===== config.mk =====
export PLATFORM = sky130hd
export DESIGN_NAME = safe_bus_wrapper
export DESIGN_NICKNAME = d
export VERILOG_FILES = /design/src/verilog/lockstep_bus_pkg.sv /design/src/verilog/redundancy_cfg_pkg.sv /design/src/verilog/mode_config_reg.sv /design/src/verilog/redundancy_checker.sv /design/src/verilog/wfi_isolation_responder.sv /design/src/verilog/bus_router.sv /design/src/verilog/safe_bus_wrapper.sv
export SDC_FILE = /design/constraint.sdc
export NUM_CORES = 1
export LEC_CHECK = 0
export ABC_AREA = 1
export BUFFER_PORTS_ARGS = -buffer_cell sky130_fd_sc_hd__buf_2
export CAP_MARGIN = 10
export CORE_ASPECT_RATIO = 1.5
export CORE_MARGIN = 2
export CORE_UTILIZATION = 30
export CTS_BUF_LIST = sky130_fd_sc_hd__clkbuf_16
export DETAILED_ROUTE_END_ITERATION = 12
export GPL_TIMING_DRIVEN = 0
export HOLD_SLACK_MARGIN = 0.15
export PLACE_DENSITY = 0.59
export SETUP_SLACK_MARGIN = 0.1
export SYNTH_ARGS = -nofsm -noshare
export SYNTH_HDL_FRONTEND = slang
export SYNTH_HIERARCHICAL = 1
export SYNTH_SLANG_ARGS = --single-unit

===== constraint.sdc =====
create_clock -name clk_i -period 5.6 [get_ports clk_i]
set_input_delay 0.56 -clock clk_i [delete_from_list [all_inputs] [get_ports clk_i]]
set_output_delay 0.56 -clock clk_i [all_outputs]
set_load 0.1 [all_outputs]

===== src/verilog/lockstep_bus_pkg.sv =====
// ==========================================================================
// Lockstep instruction bus definitions
// Field widths of the OBI-style instruction bus and the WFI opcode
// ==========================================================================

package lockstep_bus_pkg;

    // Default address width of every bus port
    localparam int unsigned ADDR_W = 32;

    // Read data width
    localparam int unsigned DATA_W = 32;

    // RISC-V wfi, fed to parked harts so they go back to sleep
    localparam logic [DATA_W-1:0] WFI_OPCODE = 32'h1050_0073;

endpackage


===== src/verilog/redundancy_cfg_pkg.sv =====
// ==========================================================================
// Redundancy configuration definitions
// Hart count, redundancy mode codes and the mode word with its payload
// ==========================================================================

package redundancy_cfg_pkg;

    // Voting needs exactly three harts
    localparam int unsigned NHARTS = 3;

    // Code 2'b11 is unused and runs as SINGLE
    typedef enum logic [1:0] {
        MODE_SINGLE = 2'b00,
        MODE_TMR    = 2'b01,
        MODE_DMR    = 2'b10
    } mode_e;

    // TMR view of the payload
    typedef struct packed {
        logic [NHARTS-1:0] unused;
        logic [NHARTS-1:0] master;
    } tmr_payload_t;

    // DMR view, master one-hot must sit inside the pair mask
    typedef struct packed {
        logic [NHARTS-1:0] pair;
        logic [NHARTS-1:0] master;
    } dmr_payload_t;

    typedef union packed {
        tmr_payload_t tmr;
        dmr_payload_t dmr;
    } mode_payload_u;

    typedef struct packed {
        mode_e         mode;
        mode_payload_u payload;
    } mode_word_t;

endpackage


===== src/verilog/mode_config_reg.sv =====
// ==========================================================================
// Mode configuration register
// Latches a new mode word, only while every hart is asleep
// ==========================================================================

`timescale 1ns/10ps

module mode_config_reg (
    input  logic                                  clk_i,
    input  logic                                  rst_ni,
    input  logic                                  cfg_load_i,
    input  redundancy_cfg_pkg::mode_word_t        cfg_word_i,
    input  logic [redundancy_cfg_pkg::NHARTS-1:0] sleep_i,
    output redundancy_cfg_pkg::mode_e             mode_o,
    output redundancy_cfg_pkg::mode_payload_u     payload_o
);

    redundancy_cfg_pkg::mode_e         mode_q;
    redundancy_cfg_pkg::mode_payload_u payload_q;
    redundancy_cfg_pkg::mode_e         load_mode;
    logic                              load_en;

    // Master must never change under a running hart
    assign load_en = cfg_load_i & (&sleep_i);

    // Unused code falls back to SINGLE
    always_comb begin
        case (cfg_word_i.mode)
            redundancy_cfg_pkg::MODE_TMR,
            redundancy_cfg_pkg::MODE_DMR: load_mode = cfg_word_i.mode;
            default:                      load_mode = redundancy_cfg_pkg::MODE_SINGLE;
        endcase
    end

    always_ff @(posedge clk_i or negedge rst_ni) begin
        if (!rst_ni) begin
            mode_q                   <= redundancy_cfg_pkg::MODE_SINGLE;
            payload_q.tmr.unused     <= '0;
            // Hart 0 is master out of reset
            payload_q.tmr.master     <= 3'b001;
        end else if (load_en) begin
            mode_q    <= load_mode;
            payload_q <= cfg_word_i.payload;
        end
    end

    assign mode_o    = mode_q;
    assign payload_o = payload_q;

endmodule


===== src/verilog/redundancy_checker.sv =====
// ==========================================================================
// Redundancy checker
// Bitwise majority voter over three harts and a pair comparator for DMR,
// both purely combinational, with their error flags
// ==========================================================================

`timescale 1ns/10ps

module redundancy_checker #(
    parameter int unsigned ADDR_W = lockstep_bus_pkg::ADDR_W
) (
    input  redundancy_cfg_pkg::mode_e                             mode_i,
    input  redundancy_cfg_pkg::mode_payload_u                     payload_i,
    input  logic [redundancy_cfg_pkg::NHARTS-1:0]                 hart_req_i,
    input  logic [redundancy_cfg_pkg::NHARTS-1:0][ADDR_W-1:0]     hart_addr_i,
    output logic                                                  voted_req_o,
    output logic [ADDR_W-1:0]                                     voted_addr_o,
    output logic                                                  pair_req_o,
    output logic [ADDR_W-1:0]                                     pair_addr_o,
    output logic                                                  tmr_error_o,
    output logic [redundancy_cfg_pkg::NHARTS-1:0]                 tmr_error_id_o,
    output logic                                                  dmr_error_o
);

    logic [redundancy_cfg_pkg::NHARTS-1:0] dissent;
    logic                                  tmr_active;
    logic                                  dmr_active;
    logic [1:0]                            pair_a;
    logic [1:0]                            pair_b;
    logic                                  pair_match;
    logic                                  master_req;
    logic [ADDR_W-1:0]                     master_addr;

    assign tmr_active = (mode_i == redundancy_cfg_pkg::MODE_TMR);
    assign dmr_active = (mode_i == redundancy_cfg_pkg::MODE_DMR);

    // 2-of-3 majority, bit by bit
    assign voted_req_o = (hart_req_i[0] & hart_req_i[1])
                       | (hart_req_i[0] & hart_req_i[2])
                       | (hart_req_i[1] & hart_req_i[2]);

    assign voted_addr_o = (hart_addr_i[0] & hart_addr_i[1])
                        | (hart_addr_i[0] & hart_addr_i[2])
                        | (hart_addr_i[1] & hart_addr_i[2]);

    // A hart dissents if any of its request bits disagrees with the vote
    always_comb begin
        for (int i = 0; i < redundancy_cfg_pkg::NHARTS; i++) begin
            dissent[i] = (hart_req_i[i] != voted_req_o)
                       || (hart_addr_i[i] != voted_addr_o);
        end
    end

    assign tmr_error_id_o = tmr_active ? dissent : '0;
    assign tmr_error_o    = |tmr_error_id_o;

    // Pair members from the two set bits of the mask
    always_comb begin
        case (payload_i.dmr.pair)
            3'b101: begin
                pair_a = 2'd0;
                pair_b = 2'd2;
            end
            3'b110: begin
                pair_a = 2'd1;
                pair_b = 2'd2;
            end
            default: begin
                pair_a = 2'd0;
                pair_b = 2'd1;
            end
        endcase
    end

    assign pair_match = (hart_req_i[pair_a] == hart_req_i[pair_b])
                     && (hart_addr_i[pair_a] == hart_addr_i[pair_b]);

    // Master request, selected by its one-hot
    always_comb begin
        master_req  = 1'b0;
        master_addr = '0;
        for (int i = 0; i < redundancy_cfg_pkg::NHARTS; i++) begin
            if (payload_i.dmr.master[i]) begin
                master_req  = master_req | hart_req_i[i];
                master_addr = master_addr | hart_addr_i[i];
            end
        end
    end

    // A mismatching pair never reaches memory
    assign pair_req_o  = master_req & pair_match;
    assign pair_addr_o = master_addr;
    assign dmr_error_o = dmr_active & ~pair_match;

endmodule


===== src/verilog/wfi_isolation_responder.sv =====
// ==========================================================================
// WFI isolation responder
// Stand-in memory for parked harts: grants at once, answers with wfi
// ==========================================================================

`timescale 1ns/10ps

module wfi_isolation_responder (
    input  logic                                                         clk_i,
    input  logic                                                         rst_ni,
    input  logic [redundancy_cfg_pkg::NHARTS-1:0]                        req_i,
    output logic [redundancy_cfg_pkg::NHARTS-1:0]                        gnt_o,
    output logic [redundancy_cfg_pkg::NHARTS-1:0]                        rvalid_o,
    output logic [redundancy_cfg_pkg::NHARTS-1:0][lockstep_bus_pkg::DATA_W-1:0] rdata_o
);

    logic [redundancy_cfg_pkg::NHARTS-1:0] rvalid_q;

    // Never any back-pressure
    assign gnt_o = req_i;

    // One response per granted cycle, one cycle later
    always_ff @(posedge clk_i or negedge rst_ni) begin
        if (!rst_ni) begin
            rvalid_q <= '0;
        end else begin
            rvalid_q <= gnt_o;
        end
    end

    assign rvalid_o = rvalid_q;
    assign rdata_o  = {redundancy_cfg_pkg::NHARTS{lockstep_bus_pkg::WFI_OPCODE}};

endmodule


===== src/verilog/bus_router.sv =====
// ==========================================================================
// Instruction bus router
// Steers hart, voted or pair requests onto the memory ports and fans the
// responses back out according to the active redundancy mode
// ==========================================================================

`timescale 1ns/10ps

module bus_router #(
    parameter int unsigned ADDR_W = lockstep_bus_pkg::ADDR_W
) (
    input  logic                                                      clk_i,
    input  logic                                                      rst_ni,
    input  redundancy_cfg_pkg::mode_e                                 mode_i,
    input  redundancy_cfg_pkg::mode_payload_u                         payload_i,
    input  logic                                                      isolate_i,
    input  logic [redundancy_cfg_pkg::NHARTS-1:0]                     hart_req_i,
    input  logic [redundancy_cfg_pkg::NHARTS-1:0][ADDR_W-1:0]         hart_addr_i,
    input  logic                                                      voted_req_i,
    input  logic [ADDR_W-1:0]                                         voted_addr_i,
    input  logic                                                      pair_req_i,
    input  logic [ADDR_W-1:0]                                         pair_addr_i,
    output logic [redundancy_cfg_pkg::NHARTS-1:0]                     mem_req_o,
    output logic [redundancy_cfg_pkg::NHARTS-1:0][ADDR_W-1:0]         mem_addr_o,
    input  logic [redundancy_cfg_pkg::NHARTS-1:0]                     mem_gnt_i,
    input  logic [redundancy_cfg_pkg::NHARTS-1:0]                     mem_rvalid_i,
    input  logic [redundancy_cfg_pkg::NHARTS-1:0][lockstep_bus_pkg::DATA_W-1:0] mem_rdata_i,
    output logic [redundancy_cfg_pkg::NHARTS-1:0]                     hart_gnt_o,
    output logic [redundancy_cfg_pkg::NHARTS-1:0]                     hart_rvalid_o,
    output logic [redundancy_cfg_pkg::NHARTS-1:0][lockstep_bus_pkg::DATA_W-1:0] hart_rdata_o
);

    logic [redundancy_cfg_pkg::NHARTS-1:0]                           master;
    logic [redundancy_cfg_pkg::NHARTS-1:0]                           isolated;
    logic                                                            m_gnt;
    logic                                                            m_rvalid;
    logic [lockstep_bus_pkg::DATA_W-1:0]                             m_rdata;
    logic [redundancy_cfg_pkg::NHARTS-1:0]                           iso_gnt;
    logic [redundancy_cfg_pkg::NHARTS-1:0]                           iso_rvalid;
    logic [redundancy_cfg_pkg::NHARTS-1:0][lockstep_bus_pkg::DATA_W-1:0] iso_rdata;

    // Master one-hot sits in the same bits in both payload views
    assign master = payload_i.tmr.master;

    assign isolated = (mode_i == redundancy_cfg_pkg::MODE_DMR && isolate_i)
                    ? payload_i.dmr.pair : '0;

    // Parked pair fetches land here instead of on memory
    wfi_isolation_responder wfi_isolation_responder_i (
        .clk_i,
        .rst_ni,
        .req_i   (hart_req_i & isolated),
        .gnt_o   (iso_gnt),
        .rvalid_o(iso_rvalid),
        .rdata_o (iso_rdata)
    );

    // Response of the master port for the harts behind it
    always_comb begin
        m_gnt    = 1'b0;
        m_rvalid = 1'b0;
        m_rdata  = '0;
        for (int i = 0; i < redundancy_cfg_pkg::NHARTS; i++) begin
            if (master[i]) begin
                m_gnt    = m_gnt | mem_gnt_i[i];
                m_rvalid = m_rvalid | mem_rvalid_i[i];
                m_rdata  = m_rdata | mem_rdata_i[i];
            end
        end
    end

    always_comb begin
        // SINGLE puts every hart on its own port
        mem_req_o     = hart_req_i;
        mem_addr_o    = hart_addr_i;
        hart_gnt_o    = mem_gnt_i;
        hart_rvalid_o = mem_rvalid_i;
        hart_rdata_o  = mem_rdata_i;

        for (int i = 0; i < redundancy_cfg_pkg::NHARTS; i++) begin
            case (mode_i)
                redundancy_cfg_pkg::MODE_TMR: begin
                    mem_req_o[i]     = master[i] & voted_req_i;
                    mem_addr_o[i]    = master[i] ? voted_addr_i : '0;
                    hart_gnt_o[i]    = m_gnt;
                    hart_rvalid_o[i] = m_rvalid;
                    hart_rdata_o[i]  = m_rdata;
                end
                redundancy_cfg_pkg::MODE_DMR: begin
                    if (isolated[i]) begin
                        mem_req_o[i]     = 1'b0;
                        mem_addr_o[i]    = '0;
                        hart_gnt_o[i]    = iso_gnt[i];
                        hart_rvalid_o[i] = iso_rvalid[i];
                        hart_rdata_o[i]  = iso_rdata[i];
                    end else if (payload_i.dmr.pair[i]) begin
                        mem_req_o[i]     = master[i] & pair_req_i;
                        mem_addr_o[i]    = master[i] ? pair_addr_i : '0;
                        hart_gnt_o[i]    = m_gnt;
                        hart_rvalid_o[i] = m_rvalid;
                        hart_rdata_o[i]  = m_rdata;
                    end
                    // Third hart keeps its own port
                end
                default: begin
                end
            endcase
        end
    end

endmodule


===== src/verilog/safe_bus_wrapper.sv =====
// ==========================================================================
// Safety bus wrapper
// Instruction bus multiplexer of a triple-core lockstep system: mode
// latch, voter and comparator, and the port router
// ==========================================================================

`timescale 1ns/10ps

module safe_bus_wrapper #(
    parameter int unsigned ADDR_W = lockstep_bus_pkg::ADDR_W
) (
    input  logic                                                      clk_i,
    input  logic                                                      rst_ni,

    // Hart side
    input  logic [redundancy_cfg_pkg::NHARTS-1:0]                     hart_req_i,
    input  logic [redundancy_cfg_pkg::NHARTS-1:0][ADDR_W-1:0]         hart_addr_i,
    output logic [redundancy_cfg_pkg::NHARTS-1:0]                     hart_gnt_o,
    output logic [redundancy_cfg_pkg::NHARTS-1:0]                     hart_rvalid_o,
    output logic [redundancy_cfg_pkg::NHARTS-1:0][lockstep_bus_pkg::DATA_W-1:0] hart_rdata_o,

    // Memory side
    output logic [redundancy_cfg_pkg::NHARTS-1:0]                     mem_req_o,
    output logic [redundancy_cfg_pkg::NHARTS-1:0][ADDR_W-1:0]         mem_addr_o,
    input  logic [redundancy_cfg_pkg::NHARTS-1:0]                     mem_gnt_i,
    input  logic [redundancy_cfg_pkg::NHARTS-1:0]                     mem_rvalid_i,
    input  logic [redundancy_cfg_pkg::NHARTS-1:0][lockstep_bus_pkg::DATA_W-1:0] mem_rdata_i,

    // Configuration
    input  logic                                                      cfg_load_i,
    input  redundancy_cfg_pkg::mode_word_t                            cfg_word_i,
    input  logic [redundancy_cfg_pkg::NHARTS-1:0]                     sleep_i,
    input  logic                                                      isolate_i,

    // Errors
    output logic                                                      tmr_error_o,
    output logic [redundancy_cfg_pkg::NHARTS-1:0]                     tmr_error_id_o,
    output logic                                                      dmr_error_o
);

    redundancy_cfg_pkg::mode_e         mode;
    redundancy_cfg_pkg::mode_payload_u payload;
    logic                              voted_req;
    logic [ADDR_W-1:0]                 voted_addr;
    logic                              pair_req;
    logic [ADDR_W-1:0]                 pair_addr;

    mode_config_reg mode_config_reg_i (
        .clk_i,
        .rst_ni,
        .cfg_load_i,
        .cfg_word_i,
        .sleep_i,
        .mode_o   (mode),
        .payload_o(payload)
    );

    redundancy_checker #(
        .ADDR_W(ADDR_W)
    ) redundancy_checker_i (
        .mode_i        (mode),
        .payload_i     (payload),
        .hart_req_i,
        .hart_addr_i,
        .voted_req_o   (voted_req),
        .voted_addr_o  (voted_addr),
        .pair_req_o    (pair_req),
        .pair_addr_o   (pair_addr),
        .tmr_error_o,
        .tmr_error_id_o,
        .dmr_error_o
    );

    bus_router #(
        .ADDR_W(ADDR_W)
    ) bus_router_i (
        .clk_i,
        .rst_ni,
        .mode_i      (mode),
        .payload_i   (payload),
        .isolate_i,
        .hart_req_i,
        .hart_addr_i,
        .voted_req_i (voted_req),
        .voted_addr_i(voted_addr),
        .pair_req_i  (pair_req),
        .pair_addr_i (pair_addr),
        .mem_req_o,
        .mem_addr_o,
        .mem_gnt_i,
        .mem_rvalid_i,
        .mem_rdata_i,
        .hart_gnt_o,
        .hart_rvalid_o,
        .hart_rdata_o
    );

endmodule


## Word-level counts from Yosys, hierarchy flattened

Cells that the tools add are included.

| word-level totals | value |
|---|---|
| register bits | 11 |
| word-level logic and storage cells | 138 |

| cells by class | value |
|---|---|
| muxes and demuxes | 79 |
| reductions and logical operators | 9 |
| bitwise gates (word level) | 31 |
| magnitude comparators | 2 |
| eq/ne operators | 14 |

Operators with widths:

| cell | number |
|---|---|
| $mux 32 | 26 |
| $pmux 32 s2 | 6 |
| $or 32x32->32 | 6 |
| $bmux 32 s2 | 2 |
| $and 32x32->32 | 3 |
| $ne 32x32->1 | 3 |
| $eq 32x32->1 | 1 |
| $mux 1 | 30 |
| $pmux 1 s2 | 9 |
| $and 1x1->1 | 12 |
| $or 1x1->1 | 8 |
| $eq 3x3->1 const B | 2 |
| $mux 3 | 2 |
| $bmux 1 s2 | 2 |
| $eq 2x1->1 const B | 2 |
| $eq 2x2->1 const B | 2 |
| $mux 2 | 2 |
| $reduce_or 2->1 | 2 |
| $and 3x3->3 | 1 |
| $logic_or 1x1->1 | 3 |
| $lt 1x3->1 const B | 1 |
| $lt 2x3->1 const B | 1 |
| $ne 1x1->1 | 3 |
| $reduce_and 3->1 | 1 |
| other kinds (4) | 5 |

## Longest topological paths before layout

| depth | value |
|---|---|
| depth after elaboration | 12 |
| depth in mapped cells | 18 |

## Modules after synthesis

The synthesis kept the hierarchy.

Modules (own cells, without submodules):

| module | times used | area each (sq um) | cells each |
|---|---|---|---|
| bus_router | 1 | 8640.8 | 2065 |
| redundancy_checker | 1 | 4140.2 | 895 |
| wfi_isolation_responder | 1 | 825.8 | 104 |
| mode_config_reg | 1 | 359.1 | 39 |

## Worst setup path before layout

No wires, ideal clock.

| path | value |
|---|---|
| kind | register to output |
| from | reg mode_config_reg_i.payload_q, in the netlist mode_config_reg_i/payload_o[4] |
| to | out mem_req_o[1] in the netlist's numbering |
| path buffers | 2 |
| stages on the path, launching flop included | 17 |
| slack | 1.896 ns |
| data arrival time | 3.144 ns |
| required time | 5.040 ns |
| cell sequence | dfrtp_1 buf_4 inv_1 nand3_2 buf_2 nand3_1 nand2_1 or2_1 nand2_1 nand2_1 nor2_1 nand3_1 nor3_2 inv_1 o22ai_1 a21oi_1 nor2_1 |

| on the way | value |
|---|---|
| longest elaborated chain between the ends | 12 |

RTL lines:

| element | line | source |
|---|---|---|
| start, declared | mode_config_reg.sv:19 | `redundancy_cfg_pkg::mode_payload_u payload_q;` |
| start signal, assigned | mode_config_reg.sv:43 | `payload_q <= cfg_word_i.payload;` |
| $eq 3x3->1 | redundancy_checker.sv:59 | `case (payload_i.dmr.pair)` |
| $reduce_or 2->1 (no line) | -- |  |
| $mux 2 | redundancy_checker.sv:59 |  |
| $bmux 32 s2 or $bmux 1 s2 (tied branches) | redundancy_checker.sv:76, redundancy_checker.sv:75 |  |
| $mux 32 (implied by the code) or $mux 1 (tied branches) | redundancy_checker.sv:76, redundancy_checker.sv:75 |  |
| $eq 32x32->1 or $eq 1x1->1 (tied branches) | redundancy_checker.sv:76, redundancy_checker.sv:75 |  |
| $logic_and 1x1->1 (*) | redundancy_checker.sv:76 | `&& (hart_addr_i[pair_a] == hart_addr_i[pair_b]);` |
| $and 1x1->1 (*) | redundancy_checker.sv:91 | `assign pair_req_o = master_req & pair_match;` |
| via pair_req | safe_bus_wrapper.sv:45 | `logic pair_req;` |
| $and 1x1->1 (*) | bus_router.sv:97 | `mem_req_o[i] = master[i] & pair_req_i;` |
| $mux 1 (*) | bus_router.sv:96 | `end else if (payload_i.dmr.pair[i]) begin` |
| $mux 1 (*) | bus_router.sv:90 | `if (isolated[i]) begin` |
| $pmux 1 s2 (*) | bus_router.sv:81 | `case (mode_i)` |
| end, declared | safe_bus_wrapper.sv:23 | `output logic [redundancy_cfg_pkg::NHARTS-1:0] mem_req_o,` |

The timed path passes the listed nets; every way through them passes the cells marked *. The select of a mux whose other input is x is not followed.

## Worst setup path in the final report

| path | value |
|---|---|
| from | reg mode_config_reg_i.payload_q, in the netlist mode_config_reg_i/payload_o[5] |
| to | out mem_req_o[2] in the netlist's numbering |

The elaborated chain is that of the path after synthesis.

==> qor.txt <==
min cycle time layout -> 4.42 ns
row count -> 96
clk_lat worst skew -> 0.24 ns
RR Startpoint -> mode_config_reg_i/payload_o[3]$_DFFE_PN0P_
fmax -> 0.226 GHz
final hold violations -> 0
io pins -> 422
Post-CTS Setup Inserts -> 0
post-synthesis register bit count -> 11
RSZ-0062 raised after global routing -> no
cts hold-fix bufs -> 0
drt drc -> 0
number of global-route vias before repair -> 20100
Top FF cell, synth -> dfrtp_1
status -> finished, final reports clean
Yosys cell types -> 39
maximum capacitance violations -> 0
reg2reg path depth -> 4
Final setup viols -> 0
Setup crit end kind -> output pin
Vias -> 22000
register area share after synthesis -> 0.0198
initial antenna violation count -> 10
Tot GR Track Use -> 0.310
Mean Syn Cell Area -> 4.50 µm²
Post-synth EDFFs -> 0
Slew headroom -> 0.381
Startpoint Class -> flop
pin count of the biggest net entering global routing -> 12
initial drt markers -> 1819
Layout area overhead -> 23.4%
setup_tns -> 0 ns
GRT overflow -> 0
H-tree levels -> 1
area of the multi-input gates -> 11200 µm²
layout cell share with drive strength beyond 1 -> 0.178
Critical Path Fanout Max -> 10
Tcrit/Tclk final -> 0.789
maximum vdd drop -> 0.320 mV
leakage -> 9.21 nW
Reg2Reg Setup Slack -> 3.72 ns
Power, Total -> 0.00755 W
actual slew at the worst max-slew pin -> 0.929 ns
skew final -> 0.000469 ns
post-DP HPWL -> 64.3 mm
DR WL/cell -> 18.9 µm
Clock Path Buffers -> 2
Die Width -> 180 µm
max-slew violations -> 0
critical path required time -> 5.04 ns
Starting Density -> 0.304
Die ar. -> 48300 µm²
post-CTS sizing -> 0
leading area contributor after synthesis -> nor2_1
Final Routed Wirelength -> 79.5 mm
CTS Buf Count -> 3
# fillers -> 5609
Port Buffers -> 420
CTS clock-pin slew for the worst setup and hold paths -> 0.04 ns
GP Congestion -> 1.05
Cell Pwr Density -> 438 nW/µm²
Syn. warnings -> 6
Syn Inst Count -> 3103
worst hold path type -> input port to async pin
CP arrival -> 3.86 ns
cell area after synthesis -> 14000 µm²
CTS tree -> built
first-pass GRT wire length -> 117 mm
drt pass-1 iters -> 6
Critical Setup Path Class -> flop to output pin
Register Area -> 277 µm²
core area -> 45900 µm²
Chip Height -> 268 µm
clock sinks -> 11
top post-synthesis cells by area -> nor2_1, nand2_1, o21ai_0, inv_1, nand3_1
ANT nets after route -> 0
Reg2Reg Capture Point -> bus_router_i/wfi_isolation_responder_i/rvalid_o[0]$_DFF_PN0_
asr flop ratio synth -> 1.00
Final nets -> 3840
post-synth top area share -> 0.259
Via density -> 5.21
Clock Root Buffer -> clkbuf_16
-- final cells by class --
class / count / share of cell area
sequential: 11 / 0.0160
inverter: 308 / 0.0671
timing repair buffer: 420 / 0.122
buffer: 285 / 0.0968
tap: 588 / 0.0427
antenna: 2 / 0.000290
clock buffer: 3 / 0.00435
clock inverter: 1 / 0.000218
multi-input combinational: 2593 / 0.651
-- Yosys cell counts, types with 11 or more instances --
library cell	n
nor2_1	963
nand4_1	131
buf_4	113
buf_2	72
a22oi_1	32
o21ai_1	69
inv_1	302
nand2_1	676
xor2_1	12
clkbuf_1	80
a21oi_1	116
o21ai_0	277
nand3_1	180
buf_6	11
-- stage by stage --
step	cell area (µm²)	setup slack (ns)	utilization	hold WS [ns]	cells
finish	17200	1.18	0.376	0.192	4211
CTS	17200	1.37	0.376	0.199	4209
detailed placement	17200	1.63	0.374	0.447	4205
global placement	17200	1.62	0.374	0.448	4205
floorplan	14300	1.90	-	0.264	3197
global route	17200	1.20	0.376	0.211	4210
-- routing by layer --
layer / vias up / global-route usage / wire length [µm]
met5: - / 0 / 97
met4: 16 / 0.211 / 6090
met3: 327 / 0.0348 / 5280
met2: 1152 / 0.577 / 40000
met1: 9748 / 0.327 / 28100
li1: 10700 / - / -
-- cell families after synthesis --
| logic type | count (synthesis) | synth area share |
|---|---|---|
| AO/OA/AOI/OAI | 508 | 0.190 |
| other | 2 | 0.000538 |
| flip-flops | 11 | 0.0198 |
| AND/OR/NAND/NOR | 1975 | 0.578 |
| XOR/XNOR | 12 | 0.00753 |
| adder cells (fa/ha/maj) | 2 | 0.00179 |
| buffers and inverters | 593 | 0.202 |
-- power breakdown --
group | internal [W] | switching, W | leakage (nW)
Combinational | 0.00125 | 0.00606 | 9.03
Sequential | 0.0000915 | 0.0000184 | 0.142
Clock | 0.0000937 | 0.0000346 | 0.0423
-- critical path, stage by stage (launching register included) --
cell and delay, ns:
dfrtp_1 0.49, buf_4 0.24, nand3_2 0.22, nand2_4 0.25
buf_6 0.21, nand2_1 0.06, nand2_1 0.07, xor2_1 0.17
nand2_1 0.07, nor2_1 0.30, nand3_1 0.23, nor3_2 0.20
inv_1 0.09, o22ai_1 0.16, a21oi_1 0.09, nor2_1 0.28
buf_2 0.50
-- worst max path at each step --
stage                                                    start            to  depth (start not counted)
CTS                 mode_config_reg_i/payload_o[4]$_DFFE_PN0P_  mem_req_o[1]                         17
floorplan           mode_config_reg_i/payload_o[4]$_DFFE_PN0P_  mem_req_o[1]                         16
global route        mode_config_reg_i/payload_o[4]$_DFFE_PN0P_  mem_req_o[1]                         18
finish              mode_config_reg_i/payload_o[5]$_DFFE_PN0P_  mem_req_o[2]                         16
global placement    mode_config_reg_i/payload_o[4]$_DFFE_PN0P_  mem_req_o[1]                         17
detailed placement  mode_config_reg_i/payload_o[4]$_DFFE_PN0P_  mem_req_o[1]                         17
-- registers in the layout (all words and copies together) (netlist names) --
signal                                           count
bus_router_i/wfi_isolation_responder_i/rvalid_o      3
mode_config_reg_i/mode_o                             2
mode_config_reg_i/payload_o                          6
-- cells in the final DEF, fill, tap and decap left out, types with 6 or more instances in the layout --
cell type,instances
a21oi_1,116
nor3_1,7
buf_2,492
inv_1,303
clkbuf_1,80
xor2_1,12
nor2_1,963
buf_6,11
nand3_1,180
nand2_1,676
a22oi_1,32
buf_1,7
o21ai_1,69
conb_1,96
inv_2,6
dfrtp_1,10
o21ai_0,277
buf_4,113
nand4_1,131
(Power assumes the default switching activity.)
